`config.mk`:
```
export PLATFORM = sky130hd
export DESIGN_NAME = icache_controller
export DESIGN_NICKNAME = d
export VERILOG_FILES = /design/src/icache_addr_pkg.sv /design/src/icache_ctrl_pkg.sv /design/src/icache_controller.sv
export VERILOG_INCLUDE_DIRS = /design/src
export SDC_FILE = /design/constraint.sdc
export NUM_CORES = 1
export LEC_CHECK = 0
export BUFFER_PORTS_ARGS = -buffer_cell sky130_fd_sc_hd__buf_2
export CAP_MARGIN = 20
export CORE_AREA = 2 2 220 222
export DETAILED_ROUTE_END_ITERATION = 12
export DIE_AREA = 0 0 222 224
export HOLD_SLACK_MARGIN = 0.12
export PLACE_DENSITY = 0.34
export SYNTH_ARGS = -nofsm -noshare
export SYNTH_HDL_FRONTEND = slang
export SYNTH_SLANG_ARGS = --single-unit
```
`constraint.sdc`:
```
create_clock -name clk -period 5.5 [get_ports clk]
set_input_delay 0.275 -clock clk [delete_from_list [all_inputs] [get_ports clk]]
set_output_delay 0.275 -clock clk [all_outputs]
set_load 0.01 [all_outputs]
```
`src/icache_defs.svh`:
```
// Geometry and width macros for the private instruction cache
// Include this file wherever a width or a cache dimension is needed
// 2 ways, 16 sets, 128-bit lines holding four 32-bit fetch words

`ifndef ICACHE_DEFS_SVH
`define ICACHE_DEFS_SVH

//////////////////////////////////////////////////////////////////////
// Bus widths
//////////////////////////////////////////////////////////////////////

`define ICACHE_ADDR_W   32   // Fetch and refill address
`define ICACHE_FETCH_W  32   // One fetch word
`define ICACHE_LINE_W   128  // Refill beat, equal to one line

//////////////////////////////////////////////////////////////////////
// Geometry
//////////////////////////////////////////////////////////////////////

`define ICACHE_NB_WAYS  2
`define ICACHE_NB_SETS  16

// Address split, tag + set + offset must equal ICACHE_ADDR_W
`define ICACHE_OFS_W    4    // Byte offset inside a line
`define ICACHE_SET_W    4    // log2 of ICACHE_NB_SETS
`define ICACHE_TAG_W    24   // Remaining upper address bits

`endif
```
`src/icache_addr_pkg.sv`:
```
// Address and storage types for the private instruction cache
// Used by the controller, the banks and the top level

`default_nettype none

`include "icache_defs.svh"

package icache_addr_pkg;

   typedef logic [`ICACHE_TAG_W-1:0]   tag_t;     // Full tag, no reduced form
   typedef logic [`ICACHE_LINE_W-1:0]  line_t;    // One cache line or refill beat
   typedef logic [`ICACHE_NB_WAYS-1:0] way_sel_t; // One-hot way select

   // Fetch address split into its cache fields
   typedef struct packed {
      tag_t                      tag;
      logic [`ICACHE_SET_W-1:0]  set;
      logic [`ICACHE_OFS_W-1:0]  ofs;   // Bits [3:2] pick the word
   } fetch_addr_t;

endpackage

`default_nettype wire

```
`src/icache_ctrl_pkg.sv`:
```
// Controller states and the control structs passed between cache blocks
// The structs travel from the controller and the config block to the banks

`default_nettype none

`include "icache_defs.svh"

package icache_ctrl_pkg;

   typedef enum logic [2:0] {
      IDLE,         // Waiting for a fetch, lookup is live
      HIT_RET,      // Return the hit word
      REFILL_REQ,   // Hold refill request until grant
      REFILL_WAIT,  // Wait for the refill beat
      RESP          // Return the word taken from the beat
   } ctrl_state_e;

   typedef struct packed {
      logic bypass;  // Applied bypass level
      logic hold;    // Do not grant a new fetch
   } cfg_t;

   typedef struct packed {
      logic                           en;
      icache_addr_pkg::way_sel_t      way;
      logic [`ICACHE_SET_W-1:0]       set;
      icache_addr_pkg::tag_t          tag;
   } tag_wr_t;

   typedef struct packed {
      logic                           en;
      icache_addr_pkg::way_sel_t      way;
      logic [`ICACHE_SET_W-1:0]       set;
      icache_addr_pkg::line_t         line;
   } data_wr_t;

endpackage

`default_nettype wire

```
`src/icache_controller.sv`:
```
// Fetch FSM of the instruction cache
// Grants in IDLE, returns hits the next cycle, refills misses into the
// victim way and serves bypass fetches straight from the refill beat

`timescale 1ns/1ps
`default_nettype none

`include "icache_defs.svh"

module icache_controller
(
   input  logic                          clk,
   input  logic                          arst_n_i,
   input  icache_ctrl_pkg::cfg_t         cfg_i,

   // Processor side
   input  logic                          fetch_req_i,
   input  icache_addr_pkg::fetch_addr_t  fetch_addr_i,
   output logic                          busy_o,
   output logic                          fetch_gnt_o,
   output logic                          fetch_rvalid_o,
   output logic [`ICACHE_FETCH_W-1:0]    fetch_rdata_o,

   // Tag bank
   output logic [`ICACHE_SET_W-1:0]      lookup_set_o,
   output icache_addr_pkg::tag_t         lookup_tag_o,
   input  icache_addr_pkg::way_sel_t     hit_way_i,
   input  icache_addr_pkg::way_sel_t     victim_way_i,
   output icache_ctrl_pkg::tag_wr_t      tag_wr_o,

   // Data bank
   output icache_ctrl_pkg::data_wr_t     data_wr_o,
   output logic [`ICACHE_SET_W-1:0]      rd_set_o,
   output icache_addr_pkg::way_sel_t     rd_way_o,
   input  icache_addr_pkg::line_t        rd_line_i,

   // Refill port
   output logic                          refill_req_o,
   input  logic                          refill_gnt_i,
   output logic [`ICACHE_ADDR_W-1:0]     refill_addr_o,
   input  logic                          refill_r_valid_i,
   input  icache_addr_pkg::line_t        refill_r_data_i
);

   icache_ctrl_pkg::ctrl_state_e   state_q, state_d;
   icache_addr_pkg::fetch_addr_t   addr_q;     // Granted fetch address
   icache_addr_pkg::way_sel_t      hit_q;      // Hit way at grant time
   logic [`ICACHE_FETCH_W-1:0]     rdata_q;    // Word taken from the beat
   logic                           beat_in;    // Refill beat for this fetch
   logic                           line_wr;    // Beat goes into the cache

   // Pick the 32-bit word addressed by bits [3:2]
   function automatic logic [`ICACHE_FETCH_W-1:0] sel_word
   (
      input icache_addr_pkg::line_t     line,
      input logic [`ICACHE_OFS_W-1:0]   ofs
   );
      return line[ofs[`ICACHE_OFS_W-1:2]*`ICACHE_FETCH_W +: `ICACHE_FETCH_W];
   endfunction

   //////////////////////////////////////////////////////////////////////
   // FSM
   //////////////////////////////////////////////////////////////////////

   assign busy_o      = (state_q != icache_ctrl_pkg::IDLE);
   assign fetch_gnt_o = (state_q == icache_ctrl_pkg::IDLE) & fetch_req_i & ~cfg_i.hold;
   assign beat_in     = (state_q == icache_ctrl_pkg::REFILL_WAIT) & refill_r_valid_i;
   assign line_wr     = beat_in & ~cfg_i.bypass;   // Bypass writes nothing

   always_comb
   begin
      state_d = state_q;
      case (state_q)
         icache_ctrl_pkg::IDLE:
            if (fetch_gnt_o)
            begin
               if (cfg_i.bypass || hit_way_i == '0)
                  state_d = icache_ctrl_pkg::REFILL_REQ;
               else
                  state_d = icache_ctrl_pkg::HIT_RET;
            end
         icache_ctrl_pkg::HIT_RET:     state_d = icache_ctrl_pkg::IDLE;
         icache_ctrl_pkg::REFILL_REQ:
            if (refill_gnt_i)
               state_d = icache_ctrl_pkg::REFILL_WAIT;
         icache_ctrl_pkg::REFILL_WAIT:
            if (refill_r_valid_i)
               state_d = icache_ctrl_pkg::RESP;
         icache_ctrl_pkg::RESP:        state_d = icache_ctrl_pkg::IDLE;
         default:                      state_d = icache_ctrl_pkg::IDLE;
      endcase
   end

   always_ff @(posedge clk or negedge arst_n_i)
   begin
      if (!arst_n_i)
         state_q <= icache_ctrl_pkg::IDLE;
      else
         state_q <= state_d;
   end

   // Fetch context, meaningful only while busy
   always_ff @(posedge clk)
   begin
      if (fetch_gnt_o)
      begin
         addr_q <= fetch_addr_i;
         hit_q  <= hit_way_i;
      end
      if (beat_in)
         rdata_q <= sel_word(refill_r_data_i, addr_q.ofs);
   end

   //////////////////////////////////////////////////////////////////////
   // Outputs
   //////////////////////////////////////////////////////////////////////

   // Live address in IDLE, held address for the victim choice later on
   assign lookup_set_o = busy_o ? addr_q.set : fetch_addr_i.set;
   assign lookup_tag_o = busy_o ? addr_q.tag : fetch_addr_i.tag;

   assign rd_set_o = addr_q.set;
   assign rd_way_o = hit_q;

   assign fetch_rvalid_o = (state_q == icache_ctrl_pkg::HIT_RET) |
                           (state_q == icache_ctrl_pkg::RESP);
   assign fetch_rdata_o  = (state_q == icache_ctrl_pkg::HIT_RET) ?
                           sel_word(rd_line_i, addr_q.ofs) : rdata_q;

   assign refill_req_o  = (state_q == icache_ctrl_pkg::REFILL_REQ);
   assign refill_addr_o = {addr_q.tag, addr_q.set, {`ICACHE_OFS_W{1'b0}}};  // Line aligned

   assign tag_wr_o.en  = line_wr;
   assign tag_wr_o.way = victim_way_i;
   assign tag_wr_o.set = addr_q.set;
   assign tag_wr_o.tag = addr_q.tag;

   assign data_wr_o.en   = line_wr;
   assign data_wr_o.way  = victim_way_i;
   assign data_wr_o.set  = addr_q.set;
   assign data_wr_o.line = refill_r_data_i;

endmodule

`default_nettype wire

```
==> run_results.csv <==
group,metric,value,unit
sta,slew_viol_final,0,
clocking,inserted_clock_buffers,9,
synthesis,synth_cell_types,29,
sta,count_of_final_setup_violators,0,
place,finalWeightedCongestion,0.776,
synthesis,synth_ff_type,"edfxtp_1",
place,placed_cells_incl_taps,1462,
global_route,grt_max_degree,49,
finish,final_layout_size_suffix_gt1_frac,0.754,
clocking,cts.reportedPaths.clkPinSlew,70,ps
clocking,clock-root-buffer,"clkbuf_16",
sta,setup_repair_after_global_routing_missed_its_margin,"no",
floorplan,dieWidth,222,microns
route,topRoutingLayerUsed,"met4",
setup_path,timing.critical_path.from_type,"flip-flop",
global_route,grt_first_pass_wirelength,34000,microns
setup_path,r2r-end,"rdata_q[15]",
setup_path,critical_path_class,"flip-flop to output pin",
power_and_ir_drop,power_per_cell_area,306,nW/um^2
floorplan,die_area,49700,sq um
route,drt_iter0_drc,168,
worst_hold_path,hold_path_sink,"state_q[1]",
run,cap_violations,0,
synthesis,syn-instance-count,513,
global_route,grt.total_usage,0.0946,
synthesis,synth.most_common_cell,"buf_4",
route,wl_per_cell,16.2,microns
synthesis,synth_seq_area_share,0.325,
finish,final_cell_count_no_fill,1514,
place,numPortBuffers,554,
route,remaining_drc_errors,0,
clocking,cts_num_sinks,67,
setup_path,minimum_setup_slack_among_reg_to_reg_paths,3230,ps
floorplan,dieHeight,224,microns
route,wl_met1,9710,microns
floorplan,initial_utilization,0.130,
clocking,cts-root-to-sink-buffers,2,
synthesis,synthesis.yosys.warnings,0,
sta,period_needed,2730,ps
finish,layout_area_growth_over_synthesis,41.9,%
place,hpwlAfterDp,19500,microns
floorplan,fp-row-count,80,
sta,timing.fmax,0.366,GHz
route,drtAntennaViolNets,0,
clocking,tritoncts,"built",
sta,slew_headroom,0.358,
sta,final-hold-violation-count,0,
worst_hold_path,hold_path.class,"input pin to flip-flop",
setup_path,cp_max_fo,32,
route,met3WireLength,1500,microns
route,route.detailed.vias_per_inst,3.48,
synthesis,ys_top_cells_by_area,"edfxtp_1 31%, buf_4 26%, mux4_2 12%, mux2i_1 10%, o221ai_2 7.3%",
sta,final_min_period_over_clock_period,0.497,
setup_path,r2r_cells,3,
global_route,grt_antenna_before_repair,3,
route,wl_met2,12600,microns
clocking,worst_skew_pair.late_latency,370,ps
synthesis,synth_area,6140,sq um
synthesis,synthTopCellsByCount,"212 x buf_4, 64 x edfxtp_1, 64 x mux2i_1",
setup_path,endpoint_arrival_time_on_the_critical_path,2460,ps
synthesis,ys_ff_latch,67,
route,dr.pass1.iters,4,
sta,clock-skew-final,7.62,ps
worst_hold_path,hold-path-cell-count,4,
setup_path,timing.rr.start,"addr_q[2]",
synthesis,synthesized_area_per_cell,12.0,sq um
power_and_ir_drop,vdd_drop_max,125,uV
sta,tightestPinTransition,964,ps
clocking,clock_tree.htree_level_count,3,
outcome,outcome,"complete, no violations",
setup_path,setup.worst_path.end_class,"output pin",
sta,totalNegativeSetupSlack,0,ps
synthesis,synth_largest_area_cell,"edfxtp_1",
floorplan,ios,567,
global_route,grt-ovfl-total,0,
finish,total_number_of_nets_in_the_final_design,1190,
worst_hold_path,hp-start,"cfg_i[0]",
global_route,vias_in_the_first_global_route,5514,
synthesis,async_reset_ff_frac,0.0448,
synthesis,area_fraction_of_the_dominant_cell_type_after_synthesis,0.313,
setup_path,critical_path_required,5220,ps
route,num_vias,5269,
power_and_ir_drop,power_leakage,4.09,nW
synthesis,synth_edf_count,64,
floorplan,floorplan_core_area,47300,sq um
route,wirelength,24600,microns
-- cell type report --
class	count	area (sq um)
diodes	3	7.51
inverters	1	3.75
fillers	5218	38600
multi-input cells	216	2460
clock buffers	9	225
well taps	615	769
flip-flops and latches	67	2000
repair buffers	596	3170
clock inverters	7	83.8
-- routing by layer --
layer	vias to the layer above	track usage
met4	0	0.0506
met2	279	0.164
li1	2451	-
met1	2508	0.107
met5	-	0
met3	31	0.0241
-- worst max path at each step --
stage	start	cells past startpoint	slack, ps	to
after floorplan	state_q[1]	6	1370	addr_q[2]
after global placement	state_q[1]	4	3100	fetch_rdata_o[5]
after detailed placement	state_q[0]	6	3090	fetch_gnt_o
after CTS	state_q[0]	6	2630	fetch_gnt_o
after global routing	state_q[0]	6	2550	fetch_gnt_o
final	state_q[1]	4	2770	fetch_rdata_o[11]
-- power breakdown --
part | total [W] | switching (W) | internal (W)
Combinational | 0.00131 | 0.000718 | 0.000591
Clock | 0.000651 | 0.000292 | 0.000360
Sequential | 0.000704 | 0.0000568 | 0.000647
Total | 0.00266 | 0.00107 | 0.00160
-- flip-flops by register name, summed over array words and instances, names as in the netlist --
signal,count
rd_set_o,4
state_q,3
rd_way_o,2
refill_addr_o,24
rdata_q,32
addr_q,2
-- worst max-delay path, cell delays in order (launching register included) --
cell and delay, ps:
dfrtp_1 480, nor2_1 280, nand3_4 630, o221ai_2 460, buf_2 190
-- cell usage in the layout (no fill, tap or decap), types with 2 or more instances in the layout --
cell type / netlist / final
mux2i_1: 64 / 64
edfxtp_1: 64 / 64
mux2_2: 28 / 28
buf_2: 11 / 554
o221ai_2: 30 / 30
nor2_1: 6 / 5
nor3b_2: 1 / 2
dlygate4sd3_1: 0 / 33
diode_2: 0 / 3
nand2_1: 34 / 34
clkbuf_16: 0 / 9
conb_1: 1 / 4
clkinv_4: 0 / 2
mux4_2: 32 / 32
nor2b_1: 2 / 2
o221ai_1: 2 / 2
a21oi_1: 2 / 2
inv_6: 0 / 2
buf_4: 212 / 9
dfrtp_1: 3 / 3
-- kinds of logic after synthesis --
kind of cell,Yosys count,share of synthesized area
AO/OA/AOI/OAI,36,0.0799
multiplexers,124,0.273
XOR/XNOR,1,0.00143
flip-flops,67,0.325
other,1,0.000611
buffers and inverters,233,0.282
AND/OR/NAND/NOR,51,0.0383
-- per-stage QoR --
step,hold WS [ps],util,power [W],area (sq um),setup WS [ps]
final,222,0.184,0.00266,8710,2770
after global routing,203,0.184,0.00284,8710,2550
after CTS,170,0.184,0.00276,8710,2630
after detailed placement,79.7,0.170,0.00204,8070,3090
after global placement,74.2,0.170,0.00204,8070,3100
after floorplan,-20.6,-,0.00162,6150,1370
-- timing repair --
item                                   CTS  global route
setup buffers                            0             0
setup endpoints to repair                0             0
hold buffers                            33             0
gates resized for setup                  0             0
endpoints found under the hold margin   35             0
Power figures use the tool's default switching activity.
